==> config.mk <==
export PLATFORM = sky130hd
export DESIGN_NAME = fetch_top
export DESIGN_NICKNAME = d
export VERILOG_FILES = /design/src/source/fetch_pkg.sv /design/src/source/pc_gen.sv /design/src/source/fetch_stage.sv /design/src/source/predecode_stage.sv /design/src/source/fetch_top.sv
export SDC_FILE = /design/constraint.sdc
export NUM_CORES = 1
export LEC_CHECK = 0
export BUFFER_PORTS_ARGS = -buffer_cell sky130_fd_sc_hd__buf_2
export CORE_ASPECT_RATIO = 0.8
export CORE_MARGIN = 8
export CORE_UTILIZATION = 48
export CTS_BUF_LIST = sky130_fd_sc_hd__clkbuf_8
export DETAILED_ROUTE_END_ITERATION = 8
export PLACE_DENSITY = 0.73
export REMOVE_ABC_BUFFERS = 1
export SYNTH_ARGS = -nofsm -noshare
export SYNTH_HDL_FRONTEND = slang
export SYNTH_SLANG_ARGS = --single-unit
==> constraint.sdc <==
create_clock -name i_clk -period 7.8 [get_ports i_clk]
set_input_delay 1.56 -clock i_clk [delete_from_list [all_inputs] [get_ports i_clk]]
set_output_delay 1.56 -clock i_clk [all_outputs]
set_load 0.005 [all_outputs]
==> src/source/fetch_pkg.sv <==
// fetch_pkg: fetch widths, rv32i control-flow opcodes, b/j field layouts, instruction union
package fetch_pkg;

  localparam int PC_WD        = 32;  // pc and target width
  localparam int INST_WD      = 32;  // one rv32i instruction
  localparam int SRAM_DATA_WD = 64;  // inst sram read word

  // opcodes predecode cares about
  localparam logic [6:0] OPC_JAL    = 7'b110_1111;
  localparam logic [6:0] OPC_BRANCH = 7'b110_0011;
  localparam logic [6:0] OPC_JALR   = 7'b110_0111;

  // b-type layout, conditional branches
  typedef struct packed {
    logic       imm12;
    logic [5:0] imm10_5;
    logic [4:0] rs2;
    logic [4:0] rs1;
    logic [2:0] funct3;
    logic [3:0] imm4_1;
    logic       imm11;
    logic [6:0] opcode;
  } rv_b_fmt_t;

  // j-type layout, jal
  typedef struct packed {
    logic       imm20;
    logic [9:0] imm10_1;
    logic       imm11;
    logic [7:0] imm19_12;
    logic [4:0] rd;
    logic [6:0] opcode;
  } rv_j_fmt_t;

  // same 32-bit word seen raw or through either format
  typedef union packed {
    logic [INST_WD-1:0] raw;
    rv_b_fmt_t          b;
    rv_j_fmt_t          j;
  } rv_inst_u;

endpackage

==> src/source/pc_gen.sv <==
// pc_gen: pre-fetch pc register, redirect and stall handling, inst sram request side
module pc_gen
  import fetch_pkg::*;
#(
  parameter logic [PC_WD-1:0] PC_RESETVAL = 32'h0000_0000
) (
  input  logic             i_clk,
  input  logic             i_arst_n,
  // branch bus from the back end
  input  logic             i_br_stall,
  input  logic             i_br_taken,
  input  logic [PC_WD-1:0] i_br_target,
  // room in fetch
  input  logic             i_fs_allowin,
  // inst sram request
  input  logic             i_inst_sram_addr_ok,
  output logic             o_inst_sram_req,
  output logic [PC_WD-1:0] o_inst_sram_addr,
  // accepted request to fetch
  output logic             o_pg_issue,
  output logic [PC_WD-1:0] o_pg_pc
);

  logic [PC_WD-1:0] pc_q;      // next pc to fetch
  logic             run_q;     // low during reset, keeps req quiet
  logic             accept;

  // a redirect drops any pending request, the target is fetched next cycle
  assign o_inst_sram_req  = run_q & i_fs_allowin & ~i_br_stall & ~i_br_taken;
  assign o_inst_sram_addr = {pc_q[PC_WD-1:3], 3'b000};  // 64-bit aligned word

  assign accept     = o_inst_sram_req & i_inst_sram_addr_ok;
  assign o_pg_issue = accept;
  assign o_pg_pc    = pc_q;

  always_ff @(posedge i_clk or negedge i_arst_n) begin
    if (!i_arst_n) begin
      run_q <= 1'b0;
    end else begin
      run_q <= 1'b1;
    end
  end

  // redirect wins over sequential advance
  always_ff @(posedge i_clk or negedge i_arst_n) begin
    if (!i_arst_n) begin
      pc_q <= PC_RESETVAL;
    end else if (i_br_taken) begin
      pc_q <= i_br_target;
    end else if (accept) begin
      pc_q <= pc_q + PC_WD'(4);
    end
  end

endmodule

==> src/source/fetch_stage.sv <==
// fetch_stage: one-slot fetch, outstanding request tracking, flushed response drop, half select
module fetch_stage
  import fetch_pkg::*;
(
  input  logic                    i_clk,
  input  logic                    i_arst_n,
  input  logic                    i_br_taken,
  // from pc_gen
  input  logic                    i_pg_issue,
  input  logic [PC_WD-1:0]        i_pg_pc,
  // inst sram response
  input  logic                    i_inst_sram_data_ok,
  input  logic [SRAM_DATA_WD-1:0] i_inst_sram_rdata,
  // toward predecode
  input  logic                    i_pd_allowin,
  output logic                    o_fs_allowin,
  output logic                    o_fs_valid,
  output logic [INST_WD-1:0]      o_fs_inst,
  output logic [PC_WD-1:0]        o_fs_pc
);

  logic               fs_valid_q;  // slot holds an instruction
  logic               wait_q;      // request out, data not back yet
  logic               drop_q;      // orphaned response still on its way
  logic [PC_WD-1:0]   pc_q;
  logic [INST_WD-1:0] inst_q;

  logic               data_hit;    // response for the live slot
  logic               fs_leave;
  logic [INST_WD-1:0] inst_half;

  assign data_hit = wait_q & i_inst_sram_data_ok;
  assign fs_leave = fs_valid_q & i_pd_allowin;

  // sram word is 8-byte aligned, pc[2] picks the upper word
  assign inst_half = pc_q[2] ? i_inst_sram_rdata[SRAM_DATA_WD-1:INST_WD]
                             : i_inst_sram_rdata[INST_WD-1:0];

  // empty slot with nothing in flight, or the held instruction moves on
  assign o_fs_allowin = (~fs_valid_q & ~wait_q & ~drop_q) | fs_leave;

  assign o_fs_valid = fs_valid_q;
  assign o_fs_inst  = inst_q;
  assign o_fs_pc    = pc_q;

  always_ff @(posedge i_clk or negedge i_arst_n) begin
    if (!i_arst_n) begin
      fs_valid_q <= 1'b0;
      wait_q     <= 1'b0;
      drop_q     <= 1'b0;
    end else if (i_br_taken) begin
      // flush, remember a response that is still coming
      fs_valid_q <= 1'b0;
      wait_q     <= 1'b0;
      drop_q     <= (drop_q | wait_q) & ~i_inst_sram_data_ok;
    end else begin
      if (i_pg_issue) begin
        wait_q <= 1'b1;
      end else if (data_hit) begin
        wait_q <= 1'b0;
      end

      if (data_hit) begin
        fs_valid_q <= 1'b1;   // valid the cycle after data_ok
      end else if (fs_leave) begin
        fs_valid_q <= 1'b0;
      end

      if (drop_q && i_inst_sram_data_ok) begin
        drop_q <= 1'b0;       // orphan absorbed, slot free next cycle
      end
    end
  end

  // payload, no reset
  always_ff @(posedge i_clk) begin
    if (i_pg_issue) begin
      pc_q <= i_pg_pc;
    end
    if (data_hit) begin
      inst_q <= inst_half;
    end
  end

endmodule

==> src/source/predecode_stage.sv <==
// predecode_stage: decode-facing output register, branch classify and target, credit counter
module predecode_stage
  import fetch_pkg::*;
#(
  parameter int FD_CREDITS = 4
) (
  input  logic               i_clk,
  input  logic               i_arst_n,
  input  logic               i_br_taken,
  // from fetch
  input  logic               i_fs_valid,
  input  logic [INST_WD-1:0] i_fs_inst,
  input  logic [PC_WD-1:0]   i_fs_pc,
  // credit return from decode
  input  logic               i_fd_credit,
  output logic               o_pd_allowin,
  // to decode
  output logic               o_fd_valid,
  output logic [INST_WD-1:0] o_fd_inst,
  output logic [PC_WD-1:0]   o_fd_pc,
  output logic               o_fd_is_branch,
  output logic [PC_WD-1:0]   o_fd_target
);

  localparam int CRD_WD = $clog2(FD_CREDITS + 1);

  logic              pd_valid_q;
  logic [CRD_WD-1:0] credit_q;   // free entries in decode's queue
  rv_inst_u          inst_q;
  logic [PC_WD-1:0]  pc_q;

  logic              fd_send;
  logic              fs_take;
  logic [PC_WD-1:0]  imm_b;
  logic [PC_WD-1:0]  imm_j;

  assign fd_send      = pd_valid_q & (credit_q != '0);
  assign o_pd_allowin = ~pd_valid_q | fd_send;
  assign fs_take      = i_fs_valid & o_pd_allowin;

  assign o_fd_valid = fd_send;
  assign o_fd_inst  = inst_q.raw;
  assign o_fd_pc    = pc_q;

  // sign-extended immediates, both views of the same word
  assign imm_b = {{19{inst_q.b.imm12}}, inst_q.b.imm12, inst_q.b.imm11,
                  inst_q.b.imm10_5, inst_q.b.imm4_1, 1'b0};
  assign imm_j = {{11{inst_q.j.imm20}}, inst_q.j.imm20, inst_q.j.imm19_12,
                  inst_q.j.imm11, inst_q.j.imm10_1, 1'b0};

  always_comb begin
    o_fd_is_branch = 1'b1;
    o_fd_target    = pc_q + PC_WD'(4);
    case (inst_q.b.opcode)
      OPC_BRANCH: o_fd_target = pc_q + imm_b;
      OPC_JAL:    o_fd_target = pc_q + imm_j;
      OPC_JALR:   o_fd_target = '0;      // target needs rs1, resolved later
      default:    o_fd_is_branch = 1'b0;
    endcase
  end

  always_ff @(posedge i_clk or negedge i_arst_n) begin
    if (!i_arst_n) begin
      pd_valid_q <= 1'b0;
    end else if (i_br_taken) begin
      pd_valid_q <= 1'b0;           // wrong path
    end else if (o_pd_allowin) begin
      pd_valid_q <= i_fs_valid;
    end
  end

  // send and credit in one cycle cancel out
  always_ff @(posedge i_clk or negedge i_arst_n) begin
    if (!i_arst_n) begin
      credit_q <= CRD_WD'(FD_CREDITS);
    end else begin
      case ({fd_send, i_fd_credit})
        2'b10:   credit_q <= credit_q - 1'b1;
        2'b01:   credit_q <= credit_q + 1'b1;
        default: credit_q <= credit_q;
      endcase
    end
  end

  always_ff @(posedge i_clk) begin
    if (fs_take) begin
      inst_q <= i_fs_inst;
      pc_q   <= i_fs_pc;
    end
  end

endmodule

==> src/source/fetch_top.sv <==
// fetch_top: instruction fetch front end, pc_gen + fetch_stage + predecode_stage
module fetch_top
  import fetch_pkg::*;
#(
  parameter logic [PC_WD-1:0] PC_RESETVAL = 32'h8000_0000,
  parameter int               FD_CREDITS  = 4
) (
  input  logic                    i_clk,
  input  logic                    i_arst_n,
  // branch bus
  input  logic                    i_br_stall,
  input  logic                    i_br_taken,
  input  logic [PC_WD-1:0]        i_br_target,
  // inst sram
  output logic                    o_inst_sram_req,
  output logic [PC_WD-1:0]        o_inst_sram_addr,
  input  logic                    i_inst_sram_addr_ok,
  input  logic                    i_inst_sram_data_ok,
  input  logic [SRAM_DATA_WD-1:0] i_inst_sram_rdata,
  // decode side
  input  logic                    i_fd_credit,
  output logic                    o_fd_valid,
  output logic [INST_WD-1:0]      o_fd_inst,
  output logic [PC_WD-1:0]        o_fd_pc,
  output logic                    o_fd_is_branch,
  output logic [PC_WD-1:0]        o_fd_target
);

  logic               pg_issue;
  logic [PC_WD-1:0]   pg_pc;
  logic               fs_allowin;
  logic               fs_valid;
  logic [INST_WD-1:0] fs_inst;
  logic [PC_WD-1:0]   fs_pc;
  logic               pd_allowin;

  pc_gen #(
    .PC_RESETVAL         (PC_RESETVAL)
  ) u_pc_gen (
    .i_clk               (i_clk),
    .i_arst_n            (i_arst_n),
    .i_br_stall          (i_br_stall),
    .i_br_taken          (i_br_taken),
    .i_br_target         (i_br_target),
    .i_fs_allowin        (fs_allowin),
    .i_inst_sram_addr_ok (i_inst_sram_addr_ok),
    .o_inst_sram_req     (o_inst_sram_req),
    .o_inst_sram_addr    (o_inst_sram_addr),
    .o_pg_issue          (pg_issue),
    .o_pg_pc             (pg_pc)
  );

  fetch_stage u_fetch_stage (
    .i_clk               (i_clk),
    .i_arst_n            (i_arst_n),
    .i_br_taken          (i_br_taken),
    .i_pg_issue          (pg_issue),
    .i_pg_pc             (pg_pc),
    .i_inst_sram_data_ok (i_inst_sram_data_ok),
    .i_inst_sram_rdata   (i_inst_sram_rdata),
    .i_pd_allowin        (pd_allowin),
    .o_fs_allowin        (fs_allowin),
    .o_fs_valid          (fs_valid),
    .o_fs_inst           (fs_inst),
    .o_fs_pc             (fs_pc)
  );

  predecode_stage #(
    .FD_CREDITS          (FD_CREDITS)
  ) u_predecode_stage (
    .i_clk               (i_clk),
    .i_arst_n            (i_arst_n),
    .i_br_taken          (i_br_taken),
    .i_fs_valid          (fs_valid),
    .i_fs_inst           (fs_inst),
    .i_fs_pc             (fs_pc),
    .i_fd_credit         (i_fd_credit),
    .o_pd_allowin        (pd_allowin),
    .o_fd_valid          (o_fd_valid),
    .o_fd_inst           (o_fd_inst),
    .o_fd_pc             (o_fd_pc),
    .o_fd_is_branch      (o_fd_is_branch),
    .o_fd_target         (o_fd_target)
  );

endmodule

Word-level counts from Yosys, hierarchy flattened --
Cells that the tools add are included.
Cells by class: $add $sub $neg 6, eq/ne operators 5, mux-type cells 16, bitwise gates (word level) 20, reductions and logical operators 9
Operators with widths (count):
- 2-to-1 mux 32 bit | 3
- one-hot mux 32 bit (3 select lines) | 1
- adder 32 x 3 -> 32 bit (second input constant) | 2
- adder 32 bit | 2
- == test 7 bit (second input constant) | 3
- 2-to-1 mux 1 bit | 11
- bitwise AND 1 bit | 10
- nonzero test 3 bit | 3
- nonzero test 2 bit | 4
- NOT 1 bit | 7
- one-hot mux 3 bit (2 select lines) | 1
- adder 3 x 1 -> 3 bit (second input constant) | 1
- bitwise OR 1 bit | 3
- OR reduction 3 bit | 1
- subtractor 3 x 1 -> 3 bit (second input constant) | 1
- == test 2 x 1 -> 1 bit (second input constant) | 1
- == test 2 bit (second input constant) | 1
- logical AND 1 bit | 1
Storage, ports and cells: flip-flop bits (word level) 168, input port bits 103, output and inout port bits 131, word-level logic and storage cells 67

Logic depth before layout (Yosys ltp) --
depth in word-level cells 11, depth in mapped cells 17, mapped depth without buffers 16

Modules after synthesis --
From an unflattened synthesis, not the netlist that was laid out.
Second synthesis, totals: cells, all modules 817, area total of the unflattened synthesis 9486.6 um^2
Modules (own cells, without submodules):
- predecode_stage | times used 1, cells an instance 461, area each 4725.8 um^2, sequential area each 2023.2 um^2
- fetch_stage | times used 1, cells an instance 114, area each 2595.0 um^2, sequential area each 1996.9 um^2
- pc_gen | times used 1, cells an instance 242, area each 2165.8 um^2, sequential area each 827.0 um^2

Worst setup path before layout --
OpenSTA, ideal clock, no wires.
kind register to output, start register u_predecode_stage.credit_q[2], end output o_inst_sram_req, arrival time 4125 ps, required time 6240 ps, path slack 2115 ps, cell stages (with the launch flop) 5, buffers on the path 0, cells stage by stage dfstp_2 -> nor3_1 -> and2_1 -> nor2b_1 -> o211a_1
On the way: longest elaborated chain between the ends 8
RTL lines:
- from (decl) | RTL line predecode_stage.sv:28 | logic [CRD_WD-1:0] credit_q;
- from (signal assigned) | RTL line predecode_stage.sv:75 | credit_q <= CRD_WD'(FD_CREDITS);
- from (signal assigned) | RTL line predecode_stage.sv:78 | 2'b10: credit_q <= credit_q - 1'b1;
- from (signal assigned) | RTL line predecode_stage.sv:79 | 2'b01: credit_q <= credit_q + 1'b1;
- nonzero test 3 bit | RTL line predecode_stage.sv:37 | assign fd_send = pd_valid_q & (credit_q != '0);
- bitwise AND 1 bit | RTL line predecode_stage.sv:37
- bitwise OR 1 bit | RTL line predecode_stage.sv:38 | assign o_pd_allowin = ~pd_valid_q | fd_send;
- bitwise AND 1 bit | RTL line fetch_stage.sv:33 | assign fs_leave = fs_valid_q & i_pd_allowin;
- via u_fetch_stage.fs_leave | RTL line fetch_stage.sv:29 | logic fs_leave;
- bitwise OR 1 bit | RTL line fetch_stage.sv:40 | assign o_fs_allowin = (~fs_valid_q & ~wait_q & ~drop_q) | fs_leave;
- bitwise AND 1 bit (3 in a row) | RTL line pc_gen.sv:29 | assign o_inst_sram_req = run_q & i_fs_allowin & ~i_br_stall & ~i_br_taken;
- to (decl) | RTL line fetch_top.sv:15 | output logic o_inst_sram_req,
The timed path passes the listed nets, and every way through them passes these cells.

Final worst setup path --
start register u_predecode_stage.inst_q (netlist bit u_predecode_stage.o_fd_inst[4]), end output o_fd_target[31]
On the way: longest elaborated chain between the ends 2, elaborated cells between the ends (all ways) 4, those cells by class 3 x eq/ne; 1 x mux
RTL lines:
- from (decl) | RTL line predecode_stage.sv:29 | rv_inst_u inst_q;
- from (signal assigned) | RTL line predecode_stage.sv:87 | inst_q <= i_fs_inst;
- == test 7 bit | RTL line predecode_stage.sv:54 | case (inst_q.b.opcode)
- one-hot mux 32 bit (3 select lines) * | RTL line predecode_stage.sv:54
- to (decl) | RTL line fetch_top.sv:26 | output logic [PC_WD-1:0] o_fd_target
Mark *: on every way between the ends. The rest lies on a longest branch, timed or not.

==> flow_summary_export.csv <==
group,metric,value,unit
sta,hold_violations,0,
global_route,antenna_violations_before_repair,0,
synth,synth_most_common_cell,"sky130_fd_sc_hd__edfxtp_1",
finish,final_layout_size_suffix_gt1_frac,0.315,
synth,synth.top_cell.area_share,0.416,
floorplanning,floorplan.initialDensity,0.489,
job,max-cap-violations,0,
sta,finClkSkew,0.0148,ns
route,drt_first_pass_iters,5,
floorplanning,core_region_area,0.0189,sq mm
clocking,cts_tree,"yes",
placement,dp.final_hpwl,19100,microns
synth,synth.cells.most_frequent,"sky130_fd_sc_hd__edfxtp_1 (128), sky130_fd_sc_hd__nand2_1 (69), sky130_fd_sc_hd__o21ai_0 (47)",
finish,fin_nets,1156,
critical_path,critical_path_class,"reg2out",
placement,placement.cell_area,0.0104,sq mm
critical_path,crit_arrival,5.12,ns
placement,dp.cells,1253,
critical_path,worstPathRequired,6.24,ns
clocking,clock-sinks,168,
clocking,insertion_delay,0.45,ns
route,routed_length_per_placed_instance,19.2,microns
sta,worst_slew_margin_rel,0.389,
global_route,global_route.overflow_total,0,
synth,synth-async-reset-ratio,0.238,
clocking,cts.path.max_buffers,2,
hold_path,hold_path_class,"reg2reg",
route,number_of_nets_with_antenna_violations_after_routing,0,
critical_path,critical_path.endpoint_type,"output port",
critical_path,worstReg2RegStart,"u_predecode_stage.credit_q[0]",
floorplanning,die_y,140,microns
floorplanning,die_width,171,microns
critical_path,worst_setup_path_endpoint,"o_fd_target[31]",
finish,synthToLayoutAreaGrowth,16.6,%
power,max-vdd-ir-drop,101,uV
sta,final-max-slew-violation-count,0,
critical_path,crit_path_start,"u_predecode_stage.o_fd_inst[4]",
sta,finalSetupViolCount,0,
finish,stdcell_count,1285,
synth,total_standard_cell_area_after_synthesis,0.00925,sq mm
route,drtIter0Drc,524,
sta,worst-slew-pin-transition,0.916,ns
critical_path,worstPathMaxFanout,14,
placement,replace_congestion,0.923,
global_route,track_usage,0.203,
sta,finalCritPeriodShare,0.856,
finish,postLayoutCellArea,0.0108,sq mm
sta,min_cycle_time_layout,6.68,ns
route,postRouteWirelength,24700,microns
floorplanning,die-area,0.0240,sq mm
synth,post_synth.cell_area_avg,11.3,sq um
sta,tns,0,ns
power,p_leak,4.43,nW
sta,max_clock_freq,0.150,GHz
outcome,run_status,"finished, final reports clean",
synth,synthesis.instances,818,
critical_path,setup.reg_to_reg.worst_slack,4.69,ns
clocking,path_clk_slew,0.10,ns
power,cellPowerDensity,165,mW/mm^2
synth,yosys.cell_types.count,73,
global_route,first_global_vias,6923,
synth,yosys_warnings,0,
critical_path,regToRegEndpoint,"u_pc_gen.o_pg_pc[17]",
synth,synth.yosys.seq_area_share,0.524,
synth,yosys_register_bits,168,
synth,ys_dominant_reg_cell,"sky130_fd_sc_hd__edfxtp_1",
global_route,grt_first_pass_wirelength,38100,microns
clocking,cts-buffers-inserted,17,
clocking,h_tree_lvls,4,
sta,rsz0062_at_grt,"false",
floorplanning,fp-row-count,45,
route,number_of_vias_per_cell_after_detailed_routing,5.55,
clocking,root_buffer,"sky130_fd_sc_hd__clkbuf_8",
finish,insertedDiodeCount,0,
global_route,grt_max_degree,65,
clocking,buffer_count_from_post_cts_setup_fixing,0,
clocking,number_of_instances_resized_during_post_cts_repair,0,
synth,synth_top_cell_by_area,"sky130_fd_sc_hd__edfxtp_1",
floorplanning,top_level_ports,234,
critical_path,r2r.worst_path.cells,10,
synth,synth.area.top_cells,"sky130_fd_sc_hd__edfxtp_1 (42%), sky130_fd_sc_hd__dfrtp_1 (10%), sky130_fd_sc_hd__ha_1 (5.0%), sky130_fd_sc_hd__mux2_2 (4.9%), sky130_fd_sc_hd__xor2_1 (3.5%)",
route,vias,7136,
clocking,cts_hold_buffers,0,
synth,post_synth_edffs,128,
critical_path,worstSetupStartpointType,"register",
placement,io_buffer_count,230,
route,drc,0,
-- cell type report --
cell class	instances	area, sq um
clock buffer	17	234
clock inverter	15	141
fill	1685	8130
inverter	26	97.6
multi-input combinational	565	3950
sequential	168	4850
tap	258	323
timing repair buffer	236	1200
-- worst max-delay path, cell delays in order (launching register included) --
cell                       delay (ns)
sky130_fd_sc_hd__edfxtp_1        0.40
sky130_fd_sc_hd__nor4bb_1        0.67
sky130_fd_sc_hd__nand3_1         0.59
sky130_fd_sc_hd__mux2_2          0.39
sky130_fd_sc_hd__ha_1            0.19
sky130_fd_sc_hd__inv_1           0.07
sky130_fd_sc_hd__fa_1            0.39
sky130_fd_sc_hd__nand3b_1        0.21
sky130_fd_sc_hd__a311oi_1        0.43
sky130_fd_sc_hd__o31ai_1         0.14
sky130_fd_sc_hd__a21oi_1         0.21
sky130_fd_sc_hd__o21ai_1         0.14
sky130_fd_sc_hd__a31oi_1         0.18
sky130_fd_sc_hd__xor2_1          0.11
sky130_fd_sc_hd__a22o_1          0.26
sky130_fd_sc_hd__o21a_1          0.16
sky130_fd_sc_hd__buf_2           0.12
-- layout by cell type (no fill, tap or decap), types with 10 or more instances in the layout --
cell type and instances:
sky130_fd_sc_hd__a21o_1 14, sky130_fd_sc_hd__a21oi_1 40, sky130_fd_sc_hd__a221o_1 14, sky130_fd_sc_hd__a31oi_1 10
sky130_fd_sc_hd__and3_1 16, sky130_fd_sc_hd__buf_2 230, sky130_fd_sc_hd__clkbuf_8 17, sky130_fd_sc_hd__dfrtp_1 38
sky130_fd_sc_hd__edfxtp_1 128, sky130_fd_sc_hd__ha_1 37, sky130_fd_sc_hd__inv_1 25, sky130_fd_sc_hd__mux2_2 40
sky130_fd_sc_hd__nand2_1 69, sky130_fd_sc_hd__nand3_1 26, sky130_fd_sc_hd__nand4_1 13, sky130_fd_sc_hd__nor2_1 41
sky130_fd_sc_hd__nor3_1 13, sky130_fd_sc_hd__o21ai_0 47, sky130_fd_sc_hd__o22ai_1 24, sky130_fd_sc_hd__xnor2_1 21
sky130_fd_sc_hd__xor2_1 37
-- kinds of logic (layout without fill, tap and decap cells) --
group,count (synthesis),in the layout,synth area share
simple gates,220,220,0.119
compound gates,203,203,0.147
flops,168,168,0.524
buf+inv,87,294,0.0507
xor+xnor,58,58,0.0549
mux,41,41,0.0498
fa+ha+maj,39,39,0.0544
other cells,2,4,0.000812
-- where the power goes --
part	internal (mW)	switching (mW)	leakage (nW)
Sequential	1.00	0.0439	1.65
Clock	0.235	0.343	0.198
Combinational	0.0799	0.0773	2.59
Total	1.32	0.464	4.43
-- state kept, by name, indices dropped and copies added (netlist names) --
| signal | count |
|---|---|
| u_predecode_stage.credit_q | 3 |
| u_predecode_stage.pd_valid_q | 1 |
| u_predecode_stage.o_fd_inst | 32 |
| u_fetch_stage.o_fs_inst | 32 |
| u_pc_gen.o_pg_pc | 32 |
| u_fetch_stage.wait_q | 1 |
| u_fetch_stage.o_fs_pc | 32 |
| u_fetch_stage.o_fs_valid | 1 |
| u_pc_gen.run_q | 1 |
| u_predecode_stage.o_fd_pc | 32 |
| u_fetch_stage.drop_q | 1 |
-- how the worst min path moves through the flow --
stage                                      startpoint                         endpoint  cells after the start
after global placement    u_fetch_stage.o_fs_inst[31]  u_predecode_stage.o_fd_inst[31]                      0
after floorplan            u_fetch_stage.o_fs_inst[0]   u_predecode_stage.o_fd_inst[0]                      0
after detailed placement  u_fetch_stage.o_fs_inst[21]  u_predecode_stage.o_fd_inst[21]                      0
after CTS                  u_fetch_stage.o_fs_inst[8]   u_predecode_stage.o_fd_inst[8]                      0
after global routing        u_fetch_stage.o_fs_pc[19]    u_predecode_stage.o_fd_pc[19]                      0
final                     u_fetch_stage.o_fs_inst[30]  u_predecode_stage.o_fd_inst[30]                      0
-- per-stage QoR --
stage | hold slack [ns] | utilization | power (mW) | setup WS, ns
2_1_floorplan | 0.400 | - | 1.14 | 1.66
3_3_place_gp | 0.401 | 0.550 | 1.22 | 1.73
3_5_place_dp | 0.405 | 0.550 | 1.22 | 1.62
4_1_cts | 0.418 | 0.570 | 1.80 | 1.10
5_1_grt | 0.429 | 0.570 | 1.86 | 0.732
6_report | 0.418 | 0.570 | 1.78 | 1.12
-- per-layer routing --
layer / part of all wire / track usage / wire (microns) / up-vias
met5: 0 / 0 / 0 / -
met4: 0.015 / 0.0626 / 381 / 0
met3: 0.055 / 0.0348 / 1360 / 30
met2: 0.47 / 0.317 / 11700 / 263
met1: 0.45 / 0.283 / 11200 / 3390
li1: - / - / - / 3453
Power figures use the tool's default switching activity.
